`config.mk`:
```
export PLATFORM = sky130hd
export DESIGN_NAME = gfx_mem_port
export DESIGN_NICKNAME = d
export VERILOG_FILES = /design/src/gfx_bus_pkg.sv /design/src/gfx_pixel_pkg.sv /design/src/gfx_pix_if.sv /design/src/gfx_wb_if.sv /design/src/gfx_cmd_queue.sv /design/src/gfx_wbm_write.sv /design/src/gfx_wbm_read.sv /design/src/gfx_wb_arbiter.sv /design/src/gfx_mem_port.sv
export VERILOG_INCLUDE_DIRS = /design/src
export SDC_FILE = /design/constraint.sdc
export NUM_CORES = 2
export LEC_CHECK = 0
export ABC_AREA = 1
export BUFFER_PORTS_ARGS = -buffer_cell sky130_fd_sc_hd__clkbuf_2
export CORE_MARGIN = 10
export CORE_UTILIZATION = 24
export DETAILED_ROUTE_END_ITERATION = 8
export PLACE_DENSITY_LB_ADDON = 0.05
export SLEW_MARGIN = 20
export SYNTH_ARGS = -nofsm -noshare
export SYNTH_HDL_FRONTEND = slang
export SYNTH_SLANG_ARGS = --single-unit
```
`constraint.sdc`:
```
create_clock -name clk_i -period 28.1 [get_ports clk_i]
set_input_delay 4.215 -clock clk_i [delete_from_list [all_inputs] [get_ports clk_i]]
set_output_delay 4.215 -clock clk_i [all_outputs]
set_load 0.05 [all_outputs]
```
`src/gfx_mem_cfg.svh`:
```
// global sizes for the pixel memory port
// address, line and bit offset widths
// command queue depth and writer credit count
`ifndef GFX_MEM_CFG_SVH
`define GFX_MEM_CFG_SVH

// byte address width
`define GFX_ADDR_W 32
// one memory line, moved as a single bus word
`define GFX_LINE_W 128
// mb / me offsets inside a line
`define GFX_BITOFS_W 7
// queue entries, also source credits after reset
`define GFX_CMD_DEPTH 4
// writer works on one command at a time
`define GFX_WR_CREDITS 1

`endif

```
`src/gfx_bus_pkg.sv`:
```
// bus side types of the memory port
// line data word, byte selects, line number
// plus derived line geometry

`include "gfx_mem_cfg.svh"

package gfx_bus_pkg;

  // bytes per line and low address bits inside a line
  localparam int LINE_BYTES = `GFX_LINE_W / 8;
  localparam int LINE_OFS_W = $clog2(LINE_BYTES);

  // one full memory line
  typedef logic [`GFX_LINE_W-1:0] line_t;

  // one select per byte lane
  typedef logic [LINE_BYTES-1:0] sel_t;

  // line number, byte address without the in-line offset
  typedef logic [`GFX_ADDR_W-1:LINE_OFS_W] line_adr_t;

endpackage

```
`src/gfx_pixel_pkg.sv`:
```
// pixel command types
// command kind, render data word with colour and depth views,
// full queued command

`include "gfx_mem_cfg.svh"

package gfx_pixel_pkg;

  typedef enum logic {
    PIX_COLOR = 1'b0, // rmw merge into the line buffer
    PIX_DEPTH = 1'b1  // direct 16 bit store
  } pix_kind_e;

  // depth view, z sits in the low half
  typedef struct packed {
    logic [15:0] unused;
    logic [15:0] z;
  } pix_depth_t;

  // same render word, read per command kind
  typedef union packed {
    logic [31:0] color; // raw bits, shifted by mb
    pix_depth_t  depth;
  } pix_data_u;

  typedef struct packed {
    pix_kind_e                kind;
    logic [`GFX_ADDR_W-1:0]   adr;  // byte address
    pix_data_u                data;
    logic [`GFX_BITOFS_W-1:0] mb;   // first bit of field
    logic [`GFX_BITOFS_W-1:0] me;   // last bit, may wrap below mb
  } pix_cmd_t;

endpackage

```
`src/gfx_pix_if.sv`:
```
// pixel command link between command queue and writer
// valid + command forward, credit pulse back
// source side is the queue, sink side the writer
`timescale 1ns/1ps

`include "gfx_mem_cfg.svh"

interface gfx_pix_if
  import gfx_pixel_pkg::*;
();

  logic     valid;  // one command per cycle high
  pix_cmd_t cmd;
  logic     credit; // one pulse per finished command

  modport source (
    output valid,
    output cmd,
    input  credit
  );

  modport sink (
    input  valid,
    input  cmd,
    output credit
  );

endinterface

```
`src/gfx_wb_if.sv`:
```
// one wishbone style classic master connection
// 128 bit data, byte selects, ack and err completion
// master and slave views
`timescale 1ns/1ps

`include "gfx_mem_cfg.svh"

interface gfx_wb_if
  import gfx_bus_pkg::*;
();

  logic                   cyc;
  logic                   stb;
  logic                   we;
  logic [`GFX_ADDR_W-1:0] adr;   // byte address, line aligned
  sel_t                   sel;
  line_t                  dat_w; // master to slave
  line_t                  dat_r; // slave to master
  logic                   ack;
  logic                   err;   // also ends the cycle

  modport master (
    output cyc, stb, we, adr, sel, dat_w,
    input  dat_r, ack, err
  );

  modport slave (
    input  cyc, stb, we, adr, sel, dat_w,
    output dat_r, ack, err
  );

endinterface

```
`src/gfx_cmd_queue.sv`:
```
// command queue in front of the pixel writer
// circular buffer fed by a credit based source
// forwards the head entry while the writer grants a credit
// returns one source credit per popped entry
`timescale 1ns/1ps

`include "gfx_mem_cfg.svh"

module gfx_cmd_queue
  import gfx_pixel_pkg::*;
(
  input  logic      clk_i,
  input  logic      rst_i,
  input  logic      cmd_valid_i,
  input  pix_cmd_t  cmd_i,
  output logic      cmd_credit_o,
  gfx_pix_if.source pix_o
);

  localparam int PTR_W = $clog2(`GFX_CMD_DEPTH);
  localparam int CNT_W = $clog2(`GFX_CMD_DEPTH + 1);
  localparam int CRD_W = $clog2(`GFX_WR_CREDITS + 1);

  pix_cmd_t         mem_q [`GFX_CMD_DEPTH];
  logic [PTR_W-1:0] wr_ptr_q;
  logic [PTR_W-1:0] rd_ptr_q;
  logic [CNT_W-1:0] count_q;
  logic [CRD_W-1:0] wr_crd_q; // credits held from the writer
  logic             pop;

  // head leaves whenever the writer can take it
  assign pop = (count_q != '0) && (wr_crd_q != '0);

  assign pix_o.valid = pop;
  assign pix_o.cmd   = mem_q[rd_ptr_q];

  // storage, source never writes without a credit so no full check
  always_ff @(posedge clk_i)
    if (cmd_valid_i)
      mem_q[wr_ptr_q] <= cmd_i;

  always_ff @(posedge clk_i)
  begin
    if (rst_i)
    begin
      wr_ptr_q     <= '0;
      rd_ptr_q     <= '0;
      count_q      <= '0;
      wr_crd_q     <= CRD_W'(`GFX_WR_CREDITS);
      cmd_credit_o <= 1'b0;
    end
    else
    begin
      if (cmd_valid_i)
        wr_ptr_q <= (wr_ptr_q == PTR_W'(`GFX_CMD_DEPTH - 1)) ? '0 : wr_ptr_q + 1'b1;
      if (pop)
        rd_ptr_q <= (rd_ptr_q == PTR_W'(`GFX_CMD_DEPTH - 1)) ? '0 : rd_ptr_q + 1'b1;
      case ({cmd_valid_i, pop})
        2'b10:   count_q <= count_q + 1'b1;
        2'b01:   count_q <= count_q - 1'b1;
        default: count_q <= count_q; // both or neither
      endcase
      case ({pix_o.credit, pop})
        2'b10:   wr_crd_q <= wr_crd_q + 1'b1;
        2'b01:   wr_crd_q <= wr_crd_q - 1'b1;
        default: wr_crd_q <= wr_crd_q;
      endcase
      cmd_credit_o <= pop; // slot freed, give it back to the source
    end
  end

endmodule

```
`src/gfx_wbm_write.sv`:
```
// write combining pixel writer
// one line buffer with address and dirty flag
// colour commands merge a bit field by read-modify-write
// depth commands store 16 bits straight to memory
// snoop port lets the line reader see the buffer
`timescale 1ns/1ps

`include "gfx_mem_cfg.svh"

module gfx_wbm_write
  import gfx_bus_pkg::*;
  import gfx_pixel_pkg::*;
(
  input  logic      clk_i,
  input  logic      rst_i,
  gfx_pix_if.sink   pix_i,
  gfx_wb_if.master  wb_o,
  input  line_adr_t snoop_adr_i,
  output logic      snoop_hit_o,
  output line_t     snoop_line_o
);

  typedef enum logic [2:0] {
    ST_IDLE,
    ST_WBACK,    // dirty line going out
    ST_RD_START, // bus idle cycle between write back and fetch
    ST_RD_WAIT,  // fetching the new line
    ST_MERGE,
    ST_DEPTH     // z store in flight
  } state_e;

  state_e                 state_q;
  pix_cmd_t               cmd_q;
  line_t                  buf_q;
  line_adr_t              buf_adr_q; // all ones = nothing buffered
  logic                   dirty_q;
  logic                   credit_q;
  logic                   cyc_q;
  logic                   we_q;
  logic [`GFX_ADDR_W-1:0] adr_q;
  sel_t                   sel_q;
  line_t                  dat_q;

  line_adr_t new_line; // line of the incoming command
  line_adr_t cmd_line; // line of the held command
  line_t     mask;
  line_t     shifted;
  line_t     merged;
  logic      done;

  assign new_line = pix_i.cmd.adr[`GFX_ADDR_W-1:LINE_OFS_W];
  assign cmd_line = cmd_q.adr[`GFX_ADDR_W-1:LINE_OFS_W];
  assign done     = wb_o.ack || wb_o.err; // err also ends the cycle

  // field mask, wraps around the line top when me < mb
  always_comb
  begin
    for (int n = 0; n < `GFX_LINE_W; n++)
      mask[n] = (n >= cmd_q.mb) ^ (n <= cmd_q.me) ^ (cmd_q.me >= cmd_q.mb);
  end

  always_comb
  begin
    shifted = line_t'(cmd_q.data.color) << cmd_q.mb;
    merged  = (shifted & mask) | (buf_q & ~mask);
  end

  always_ff @(posedge clk_i)
  begin
    if (rst_i)
    begin
      state_q   <= ST_IDLE;
      cyc_q     <= 1'b0;
      we_q      <= 1'b0;
      dirty_q   <= 1'b0;
      credit_q  <= 1'b0;
      buf_adr_q <= '1;
    end
    else
    begin
      credit_q <= 1'b0; // pulse only
      case (state_q)
        ST_IDLE:
          if (pix_i.valid)
          begin
            cmd_q <= pix_i.cmd;
            if (pix_i.cmd.kind == PIX_DEPTH)
            begin
              cyc_q   <= 1'b1;
              we_q    <= 1'b1;
              adr_q   <= {new_line, {LINE_OFS_W{1'b0}}};
              sel_q   <= sel_t'(2'b11) << pix_i.cmd.mb[`GFX_BITOFS_W-1:3];
              dat_q   <= {(`GFX_LINE_W / 16){pix_i.cmd.data.depth.z}}; // z on every lane
              state_q <= ST_DEPTH;
            end
            else if (new_line == buf_adr_q)
              state_q <= ST_MERGE; // same line, no bus
            else if (dirty_q)
            begin
              cyc_q   <= 1'b1;
              we_q    <= 1'b1;
              adr_q   <= {buf_adr_q, {LINE_OFS_W{1'b0}}};
              sel_q   <= '1;
              dat_q   <= buf_q;
              state_q <= ST_WBACK;
            end
            else
            begin
              cyc_q   <= 1'b1; // clean miss, fetch at once
              we_q    <= 1'b0;
              adr_q   <= {new_line, {LINE_OFS_W{1'b0}}};
              sel_q   <= '1;
              state_q <= ST_RD_WAIT;
            end
          end
        ST_WBACK:
          if (done)
          begin
            cyc_q   <= 1'b0;
            we_q    <= 1'b0;
            dirty_q <= 1'b0;
            state_q <= ST_RD_START;
          end
        ST_RD_START:
        begin
          cyc_q   <= 1'b1;
          adr_q   <= {cmd_line, {LINE_OFS_W{1'b0}}};
          sel_q   <= '1;
          state_q <= ST_RD_WAIT;
        end
        ST_RD_WAIT:
          if (done)
          begin
            cyc_q     <= 1'b0;
            buf_q     <= wb_o.dat_r;
            buf_adr_q <= cmd_line;
            state_q   <= ST_MERGE;
          end
        ST_MERGE:
        begin
          buf_q    <= merged;
          dirty_q  <= 1'b1;
          credit_q <= 1'b1;
          state_q  <= ST_IDLE;
        end
        ST_DEPTH:
          if (done)
          begin
            cyc_q    <= 1'b0;
            we_q     <= 1'b0;
            credit_q <= 1'b1;
            // keep buffered copy in step with memory, dirty unchanged
            if (cmd_line == buf_adr_q)
              for (int b = 0; b < LINE_BYTES; b++)
                if (sel_q[b])
                  buf_q[b*8 +: 8] <= dat_q[b*8 +: 8];
            state_q <= ST_IDLE;
          end
        default: state_q <= ST_IDLE;
      endcase
    end
  end

  assign pix_i.credit = credit_q;

  assign wb_o.cyc   = cyc_q;
  assign wb_o.stb   = cyc_q; // classic cycles only
  assign wb_o.we    = we_q;
  assign wb_o.adr   = adr_q;
  assign wb_o.sel   = sel_q;
  assign wb_o.dat_w = dat_q;

  // snoop, hit now, line one cycle later
  assign snoop_hit_o = (snoop_adr_i == buf_adr_q);

  always_ff @(posedge clk_i)
    if (snoop_hit_o)
      snoop_line_o <= buf_q;

endmodule

```
`src/gfx_wbm_read.sv`:
```
// line reader
// one request at a time, writer buffer snooped first
// full select bus read on a snoop miss
`timescale 1ns/1ps

`include "gfx_mem_cfg.svh"

module gfx_wbm_read
  import gfx_bus_pkg::*;
(
  input  logic      clk_i,
  input  logic      rst_i,
  input  logic      rd_req_i,
  input  line_adr_t rd_adr_i,
  output logic      rd_ready_o,
  output logic      rd_valid_o,
  output line_t     rd_data_o,
  output line_adr_t snoop_adr_o,
  input  logic      snoop_hit_i,
  input  line_t     snoop_line_i,
  gfx_wb_if.master  wb_o
);

  typedef enum logic [1:0] {RD_IDLE, RD_LOOKUP, RD_BUS} state_e;

  state_e    state_q;
  line_adr_t adr_q;
  line_t     line_q;      // line from memory
  logic      use_snoop_q; // answer comes from the writer buffer
  logic      cyc_q;
  logic      valid_q;

  assign rd_ready_o  = (state_q == RD_IDLE);
  assign snoop_adr_o = adr_q;
  assign rd_valid_o  = valid_q;
  assign rd_data_o   = use_snoop_q ? snoop_line_i : line_q; // snoop line lands with valid

  always_ff @(posedge clk_i)
  begin
    if (rst_i)
    begin
      state_q     <= RD_IDLE;
      cyc_q       <= 1'b0;
      valid_q     <= 1'b0;
      use_snoop_q <= 1'b0;
    end
    else
    begin
      valid_q <= 1'b0;
      case (state_q)
        RD_IDLE:
          if (rd_req_i)
          begin
            adr_q   <= rd_adr_i;
            state_q <= RD_LOOKUP;
          end
        RD_LOOKUP:
          if (snoop_hit_i)
          begin
            use_snoop_q <= 1'b1;
            valid_q     <= 1'b1;
            state_q     <= RD_IDLE;
          end
          else
          begin
            cyc_q   <= 1'b1; // miss, go to memory
            state_q <= RD_BUS;
          end
        RD_BUS:
          if (wb_o.ack || wb_o.err)
          begin
            cyc_q       <= 1'b0;
            line_q      <= wb_o.dat_r;
            use_snoop_q <= 1'b0;
            valid_q     <= 1'b1;
            state_q     <= RD_IDLE;
          end
        default: state_q <= RD_IDLE;
      endcase
    end
  end

  assign wb_o.cyc   = cyc_q;
  assign wb_o.stb   = cyc_q;
  assign wb_o.we    = 1'b0;  // read only master
  assign wb_o.adr   = {adr_q, {LINE_OFS_W{1'b0}}};
  assign wb_o.sel   = '1;
  assign wb_o.dat_w = '0;

endmodule

```
`src/gfx_wb_arbiter.sv`:
```
// two master bus arbiter, writer before reader
// owner kept until it drops cyc
// sticky error flag for the host interrupt
`timescale 1ns/1ps

module gfx_wb_arbiter (
  input  logic     clk_i,
  input  logic     rst_i,
  gfx_wb_if.slave  wr_i,
  gfx_wb_if.slave  rd_i,
  gfx_wb_if.master mem_o,
  output logic     err_o
);

  typedef enum logic [1:0] {OWN_NONE, OWN_WR, OWN_RD} owner_e;

  owner_e owner_q;
  owner_e owner_d;
  logic   own_wr;
  logic   own_rd;

  assign own_wr = (owner_q == OWN_WR);
  assign own_rd = (owner_q == OWN_RD);

  // regrant only once the current owner has let go
  always_comb
  begin
    owner_d = owner_q;
    if (!(own_wr && wr_i.cyc) && !(own_rd && rd_i.cyc))
      owner_d = wr_i.cyc ? OWN_WR : (rd_i.cyc ? OWN_RD : OWN_NONE);
  end

  always_ff @(posedge clk_i)
  begin
    if (rst_i)
    begin
      owner_q <= OWN_NONE;
      err_o   <= 1'b0;
    end
    else
    begin
      owner_q <= owner_d;
      if (mem_o.err)
        err_o <= 1'b1; // held until reset
    end
  end

  // fields from the owner, bus quiet without one
  assign mem_o.cyc   = (own_wr && wr_i.cyc) || (own_rd && rd_i.cyc);
  assign mem_o.stb   = (own_wr && wr_i.stb) || (own_rd && rd_i.stb);
  assign mem_o.we    = own_rd ? rd_i.we    : wr_i.we;
  assign mem_o.adr   = own_rd ? rd_i.adr   : wr_i.adr;
  assign mem_o.sel   = own_rd ? rd_i.sel   : wr_i.sel;
  assign mem_o.dat_w = own_rd ? rd_i.dat_w : wr_i.dat_w;

  // read data shared, completions to the owner only
  assign wr_i.dat_r = mem_o.dat_r;
  assign rd_i.dat_r = mem_o.dat_r;
  assign wr_i.ack   = own_wr && mem_o.ack;
  assign rd_i.ack   = own_rd && mem_o.ack;
  assign wr_i.err   = own_wr && mem_o.err;
  assign rd_i.err   = own_rd && mem_o.err;

endmodule

```
`src/gfx_mem_port.sv`:
```
// pixel memory port top level
// command queue, pixel writer, line reader, bus arbiter
// command, read and memory bus on plain ports
`timescale 1ns/1ps

`include "gfx_mem_cfg.svh"

module gfx_mem_port
  import gfx_bus_pkg::*;
  import gfx_pixel_pkg::*;
(
  input  logic                     clk_i,
  input  logic                     rst_i,
  // renderer commands, credit flow control
  input  logic                     cmd_valid_i,
  input  pix_kind_e                cmd_kind_i,
  input  logic [`GFX_ADDR_W-1:0]   cmd_adr_i,
  input  logic [31:0]              cmd_dat_i,
  input  logic [`GFX_BITOFS_W-1:0] cmd_mb_i,
  input  logic [`GFX_BITOFS_W-1:0] cmd_me_i,
  output logic                     cmd_credit_o,
  // line reads
  input  logic                     rd_req_i,
  input  line_adr_t                rd_adr_i,
  output logic                     rd_ready_o,
  output logic                     rd_valid_o,
  output line_t                    rd_data_o,
  // memory bus
  output logic                     wb_cyc_o,
  output logic                     wb_stb_o,
  output logic                     wb_we_o,
  output logic [`GFX_ADDR_W-1:0]   wb_adr_o,
  output sel_t                     wb_sel_o,
  output line_t                    wb_dat_o,
  input  line_t                    wb_dat_i,
  input  logic                     wb_ack_i,
  input  logic                     wb_err_i,
  output logic                     irq_o
);

  pix_cmd_t  cmd_in;
  line_adr_t snoop_adr;
  logic      snoop_hit;
  line_t     snoop_line;

  gfx_pix_if pix_link ();
  gfx_wb_if  wr_bus ();
  gfx_wb_if  rd_bus ();
  gfx_wb_if  mem_bus ();

  assign cmd_in.kind       = cmd_kind_i;
  assign cmd_in.adr        = cmd_adr_i;
  assign cmd_in.data.color = cmd_dat_i; // raw word, writer picks the view
  assign cmd_in.mb         = cmd_mb_i;
  assign cmd_in.me         = cmd_me_i;

  gfx_cmd_queue i_cmd_queue (
    .clk_i, .rst_i, .cmd_valid_i, .cmd_i(cmd_in), .cmd_credit_o, .pix_o(pix_link)
  );

  gfx_wbm_write i_wbm_write (
    .clk_i, .rst_i, .pix_i(pix_link), .wb_o(wr_bus),
    .snoop_adr_i(snoop_adr), .snoop_hit_o(snoop_hit), .snoop_line_o(snoop_line)
  );

  gfx_wbm_read i_wbm_read (
    .clk_i, .rst_i, .rd_req_i, .rd_adr_i, .rd_ready_o, .rd_valid_o, .rd_data_o,
    .snoop_adr_o(snoop_adr), .snoop_hit_i(snoop_hit), .snoop_line_i(snoop_line),
    .wb_o(rd_bus)
  );

  gfx_wb_arbiter i_wb_arbiter (
    .clk_i, .rst_i, .wr_i(wr_bus), .rd_i(rd_bus), .mem_o(mem_bus), .err_o(irq_o)
  );

  // shared bus out to memory
  assign wb_cyc_o      = mem_bus.cyc;
  assign wb_stb_o      = mem_bus.stb;
  assign wb_we_o       = mem_bus.we;
  assign wb_adr_o      = mem_bus.adr;
  assign wb_sel_o      = mem_bus.sel;
  assign wb_dat_o      = mem_bus.dat_w;
  assign mem_bus.dat_r = wb_dat_i;
  assign mem_bus.ack   = wb_ack_i;
  assign mem_bus.err   = wb_err_i;

endmodule

```
======== Word level (Yosys, flattened, before mapping) ========
Memories as Yosys holds them, arrays and structs flattened. A register that Yosys moved wholly into a read port is not among the register bits.
Index checks and enable logic that the tools add are counted.
storage, ports and cells
  memories ................................ 1
  logic and storage cells ................. 751
  flip-flop bits (word level) ............. 718
  bits in writable memories ............... 316
memories
  name               words  bits a word  read ports  clocked after Yosys merged registers in  wr ports  line                 source
  i_cmd_queue.mem_q  4      79           1           1                                        1         gfx_cmd_queue.sv:24  pix_cmd_t mem_q [`GFX_CMD_DEPTH];
cells by class
  multiplexer cells ....................... 80
  bitwise logic cells ..................... 261
  equality and inequality tests ........... 47
  reductions and logical operators ........ 56
  add/subtract/negate cells ............... 6
  shifts and indexed selects .............. 2
  order comparisons ....................... 255
operator list
  cell                                                              number
  two-way mux 128 bit                                               8
  <= comparator 7 bit, first input constant                         64
  greater-or-equal comparator 7 bit, first input constant           63
  case mux 128 bit (3 select lines)                                 1
  AND 128 bit                                                       2
  XOR 1 bit                                                         254
  greater-or-equal comparator 6 x 7 -> 1 bit, first input constant  32
  <= comparator 6 x 7 -> 1 bit, first input constant                32
  two-way mux 32 bit                                                5
  two-way mux 8 bit                                                 16
  NOT 128 bit                                                       1
  bitwise OR 128 bit                                                1
  << shifter 32 x 7 -> 128 bit                                      1
  greater-or-equal comparator 5 x 7 -> 1 bit, first input constant  16
  <= comparator 5 x 7 -> 1 bit, first input constant                16
  AND reduction 6 bit                                               16
  equality test 28 bit                                              3
  two-way mux 16 bit                                                4
  case mux 32 bit (2 select lines)                                  1
  greater-or-equal comparator 4 x 7 -> 1 bit, first input constant  8
  <= comparator 4 x 7 -> 1 bit, first input constant                8
  != test 2 x 1 -> 1 bit, second input constant                     25
  case mux 16 bit (2 select lines)                                  1
  greater-or-equal comparator 3 x 7 -> 1 bit, first input constant  4
  other kinds (41)                                                  125

======== Logic depth before layout (Yosys ltp) ========
  depth after elaboration ................. 7
  depth in mapped cells ................... 19
  mapped depth without buffers ............ 17

======== Cells and area by module ========
A second synthesis with hierarchy kept.
unflattened totals
  cells, all modules ...................... 6268
  area total of the unflattened synthesis .. 56746.9 sq um
by module, submodules not included
  module          cells an instance  times used  area each (sq um)
  gfx_wbm_write   4051               1           32302.2
  gfx_cmd_queue   836                1           12238.0
  gfx_wbm_read    528                1           7946.4
  gfx_wb_arbiter  853                1           4260.3

======== Worst setup path after synthesis ========
No wires, ideal clock.
  kind .................................... input to register
  start point ............................. input rst_i
  end point ............................... register i_wbm_write.dat_q[0] (netlist: i_wbm_write.wb_o.dat_w[0]), enable pin
  cell stages on the path ................. 4
  slack ................................... 15017 ps
  library setup time ...................... 478 ps
  arrival ................................. 12605 ps
  path buffers ............................ 1
  cell sequence ........................... clkbuf_1 -> nor3_1 -> o211ai_1 -> inv_1
on the way
  cells in the longest elaborated chain, start to end .. 2
RTL lines
  element                        line                  source
  start: declaration             gfx_mem_port.sv:13    input logic rst_i,
  NOT 1 bit (no line)            n/a
  AND reduction 5 bit (no line)  n/a
  end signal: assignment         gfx_wbm_write.sv:93   dat_q <= {(`GFX_LINE_W / 16){pix_i.cmd.data.depth.z}};
  end signal: assignment         gfx_wbm_write.sv:104  dat_q <= buf_q;
  end: declaration               gfx_wbm_write.sv:42   line_t dat_q;
Every way passes these cells.
A chain may end at the register's enable or synchronous reset.

======== Final worst setup path ========
  start point ............................. register i_wb_arbiter.owner_q[1]
  end point ............................... output wb_dat_o[101]
on the way
  cells in the longest elaborated chain, start to end .. 2
RTL lines
  element                   line                  source
  start: declaration        gfx_wb_arbiter.sv:17  owner_e owner_q;
  start signal: assignment  gfx_wb_arbiter.sv:42  owner_q <= owner_d;
  equality test 2 bit       gfx_wb_arbiter.sv:23  assign own_rd = (owner_q == OWN_RD);
  two-way mux 128 bit       gfx_wb_arbiter.sv:54  assign mem_o.dat_w = own_rd ? rd_i.dat_w : wr_i.dat_w;
  end: declaration          gfx_mem_port.sv:34    output line_t wb_dat_o,
Every way passes these cells.

==> impl_results.md <==
* CP bufs+invs at 4
* Via/cell ratio at ~4.6
* Die ar. at 0.2297 mm2
* Nets at 6,298
* Power Density at around 110 mW/mm2
* Die width at between 400 and 500 um
* Slew Viols, Final at 0
* Cell total after placement at 8,710
* # fillers at 22,620
* Grt total ovfl at 0
* Layout cells sized above 1 at 15.03%
* CTS Buffer Depth at 3
* DR pass1 iterations at 5
* Seq/Total Area, Yosys at 58.96%
* Non-Filler Instances at 8,956
* Commonest cells after routing, fill and taps aside: nand2_1 (1,901), edfxtp_1 (958), clkbuf_2 (543), o21ai_0 (448), inv_1 (396)
* Die Y-Extent at 479.3 um
* Pin count of the biggest net entering global routing at 106
* Crit path max-delay family: buffers and inverters
* Max-cap viol count at 0
* Final Setup Violations at 0
* Mapped Avg Cell Area at 9.132 um2
* Post-synth EDFFs at 958
* Worst r2r src: i_wbm_write.cmd_q[10]$_DFFE_PP_
* CTS H-tree lvls at 4
* Worst path required time at ~24 ns
* Wirelength per Cell at 27.01 um
* Crit path max fanout at 73
* Most common cell after layout, fill and taps aside: nand2_1
* Initial antenna violation count at 39
* Layout area overhead at 20.02%
* WP data arrival at 3.97 ns
* Main flop type after synthesis: edfxtp_1
* Num rows at about 170
* Flop-to-flop setup slack at 22.70 ns
* Routed wire length at between 200,000 and 250,000 um
* RSZ-0062 raised after global routing: no
* CP cell instances: inv_1, nor2_4, buf_4, buf_4, nor2_1, clkbuf_2
* Fin Setup TNS at 0 ns
* Crit path kind: reg2out
* Multiplexer share of the synthesized area at 0%
* Later-pin clock latency in the skew report at 0.81 ns
* Async S/R FF share, synth at 0%
* Reg2reg end: i_wbm_write.buf_q[69]$_DFFE_PP_
* Largest family of logic cells by synthesized area: simple AND/OR/NAND/NOR gates
* Number of remaining DRC errors at 0
* TritonCTS clock tree: yes
* Hold Crit Start: i_wbm_write.buf_q[6]$_DFFE_PP_
* Initial Utilization at 24.13%
* Clk slew on worst S/H paths at 0.06 ns
* Adder-cell area share of the yosys netlist at 0.4844%
* Min Tclk post-route at 8.183 ns
* Vias at 40,870
* Final Hold Viols at 0
* XOR/XNOR Fraction of Synth Area at approximately 5%
* RePlAce Congestion at 0.9551
* Relative slew margins at 16.60%
* Post-synthesis instance total at 5,544
* Worst path max stage delay at 0.83 ns
* P_leak at 0.02477 uW
* # IOs at roughly 550
* Fin util at 28.96%
* Yosys cell types at 47
* IO Port Bufs at 543
* Fin Clk Skew at 0.05350 ns
* Status: finished clean
* Slowest CP cell: buf_4
* First-pass GRT wire length at between 300,000 and 400,000 um
* Simple-gate share of the synthesized area at 21.99%
* Measured slew at the worst slew-check pin at about 1.2 ns
* Final period utilization at 29.12%
* Post-CTS sizing at 0
* Total CTS buffers at roughly 130
* Total power at 6968 uW
* Post-synthesis instance area at approximately 0.051 mm2
* Vias in the first global route at 40,870
* Hold depth at 0
* Hold Worst Slack at between 0.4 and 0.5 ns
* CP most frequent cell: buf_4
* Core Region at 0.2098 mm2
* Post-CTS setup buffers at 0
* Sink Count at 1,012
* Maximum vdd drop at 0.06357 mV
* GRT Util Overall at 20.32%
* Starting DRT DRC Count at 3,599
* Hold Path End: i_wbm_write.snoop_line_o[6]$_DFFE_PP_
* Hold WC Path Type: reg2reg
* Antenna-violating nets left at 0
* Worst Reg-to-Reg Cells at 15
* Startpoint types: register
* CTS Hold Bufs at 0
* Yosys reg bits at 1,012
* Synth Warn # at 0
* Achievable Freq at around 120 MHz
* Post-DP HPWL at 174,500 um
* Root Buffer: clkbuf_16
* CP endpoint kind: output port
* Post-synthesis compound-gate area fraction at approximately 8.1%
state kept, by name, indices dropped and copies added, names as in the netlist, 3 cells and up, named ones only:
signal,count
i_cmd_queue.count_q,3
i_cmd_queue.mem_q,300
i_wbm_read.line_q,128
i_wbm_read.snoop_adr_o,28
i_wbm_write.buf_adr_q,28
i_wbm_write.buf_q,128
i_wbm_write.cmd_line,28
i_wbm_write.cmd_q,46
i_wbm_write.snoop_line_o,128
i_wbm_write.state_q,3
i_wbm_write.wb_o.adr,28
i_wbm_write.wb_o.dat_w,128
i_wbm_write.wb_o.sel,16
power by group:
part,switching [uW],internal (uW)
logic,2550,737
clock network,703,942
registers,107,1930
layer usage:
metal	track usage (%)	vias up	part of all wire [%]
met5	0	-	0.11
met4	6.359	44	3.1
met3	3.911	292	5.6
met2	33.14	1201	46
met1	27.13	19920	45
li1	-	19410	-
stage by stage:
| stage | worst slack [ns] | area, um2 |
|---|---|---|
| floorplan | 15.02 | 50640 |
| global placement | 20.62 | 56580 |
| detailed placement | 20.61 | 56600 |
| CTS | 19.71 | 60730 |
| global route | 19.58 | 60740 |
| finish | 19.92 | 60760 |
synth_stat cells (11+ instances only):
| cell type | instances | area share [%] |
|---|---|---|
| o21ai_0 | 449 | 4.4 |
| edfxtp_1 | 958 | 57 |
| nand3_1 | 347 | 3.4 |
| o22ai_1 | 46 | 0.57 |
| o21ai_1 | 40 | 0.40 |
| nand3b_1 | 18 | 0.27 |
| or2_2 | 29 | 0.36 |
| a21oi_1 | 105 | 1.0 |
| clkbuf_1 | 166 | 1.2 |
| xnor2_1 | 120 | 2.1 |
| o21bai_1 | 11 | 0.16 |
| ha_1 | 18 | 0.44 |
| buf_2 | 67 | 0.66 |
| nand4_1 | 15 | 0.19 |
| nor3_1 | 11 | 0.11 |
| o211ai_1 | 65 | 0.96 |
| nor2_1 | 405 | 3.0 |
| dfxtp_1 | 54 | 2.1 |
| xor2_1 | 169 | 2.9 |
| inv_2 | 19 | 0.14 |
| buf_1 | 37 | 0.27 |
| nand2_1 | 1906 | 14 |
| inv_1 | 404 | 3.0 |
| nor2_2 | 11 | 0.14 |
area by class of cell:
type	instances	area, um2	share of cell area [%]
Antenna cell	10	25.02	0.04118
Clock buffer	189	3621	5.959
Clock inverter	47	514.2	0.8463
Inverter	428	1633	2.687
Multi-Input combinational cell	3829	18170	29.91
Sequential cell	1012	29860	49.14
Tap cell	2805	3510	5.776
Timing Repair Buffer	636	3428	5.642
worst max path at each step:
stage | start | to | slack [ns] | depth (start not counted)
global placement | i_wb_arbiter.owner_q[1]$_SDFFE_PP0P_ | wb_dat_o[101] | 20.62 | 6
detailed placement | i_wb_arbiter.owner_q[1]$_SDFFE_PP0P_ | wb_dat_o[101] | 20.61 | 6
CTS | i_wb_arbiter.owner_q[1]$_SDFFE_PP0P_ | wb_dat_o[101] | 19.71 | 6
finish | i_wb_arbiter.owner_q[1]$_SDFFE_PP0P_ | wb_dat_o[101] | 19.92 | 6
global route | i_wb_arbiter.owner_q[1]$_SDFFE_PP0P_ | wb_dat_o[101] | 19.58 | 6
floorplan | rst_i | i_wbm_write.wb_o.dat_w[0]$_DFFE_PP_ | 15.02 | 4
cell families after synthesis:
logic type,after synthesis
buf+inv,706
fa+ha+maj,19
compound gates,748
xor+xnor,289
simple gates,2769
other cells,1
flops,1012
No activity file was read; power rests on OpenSTA's default activity.
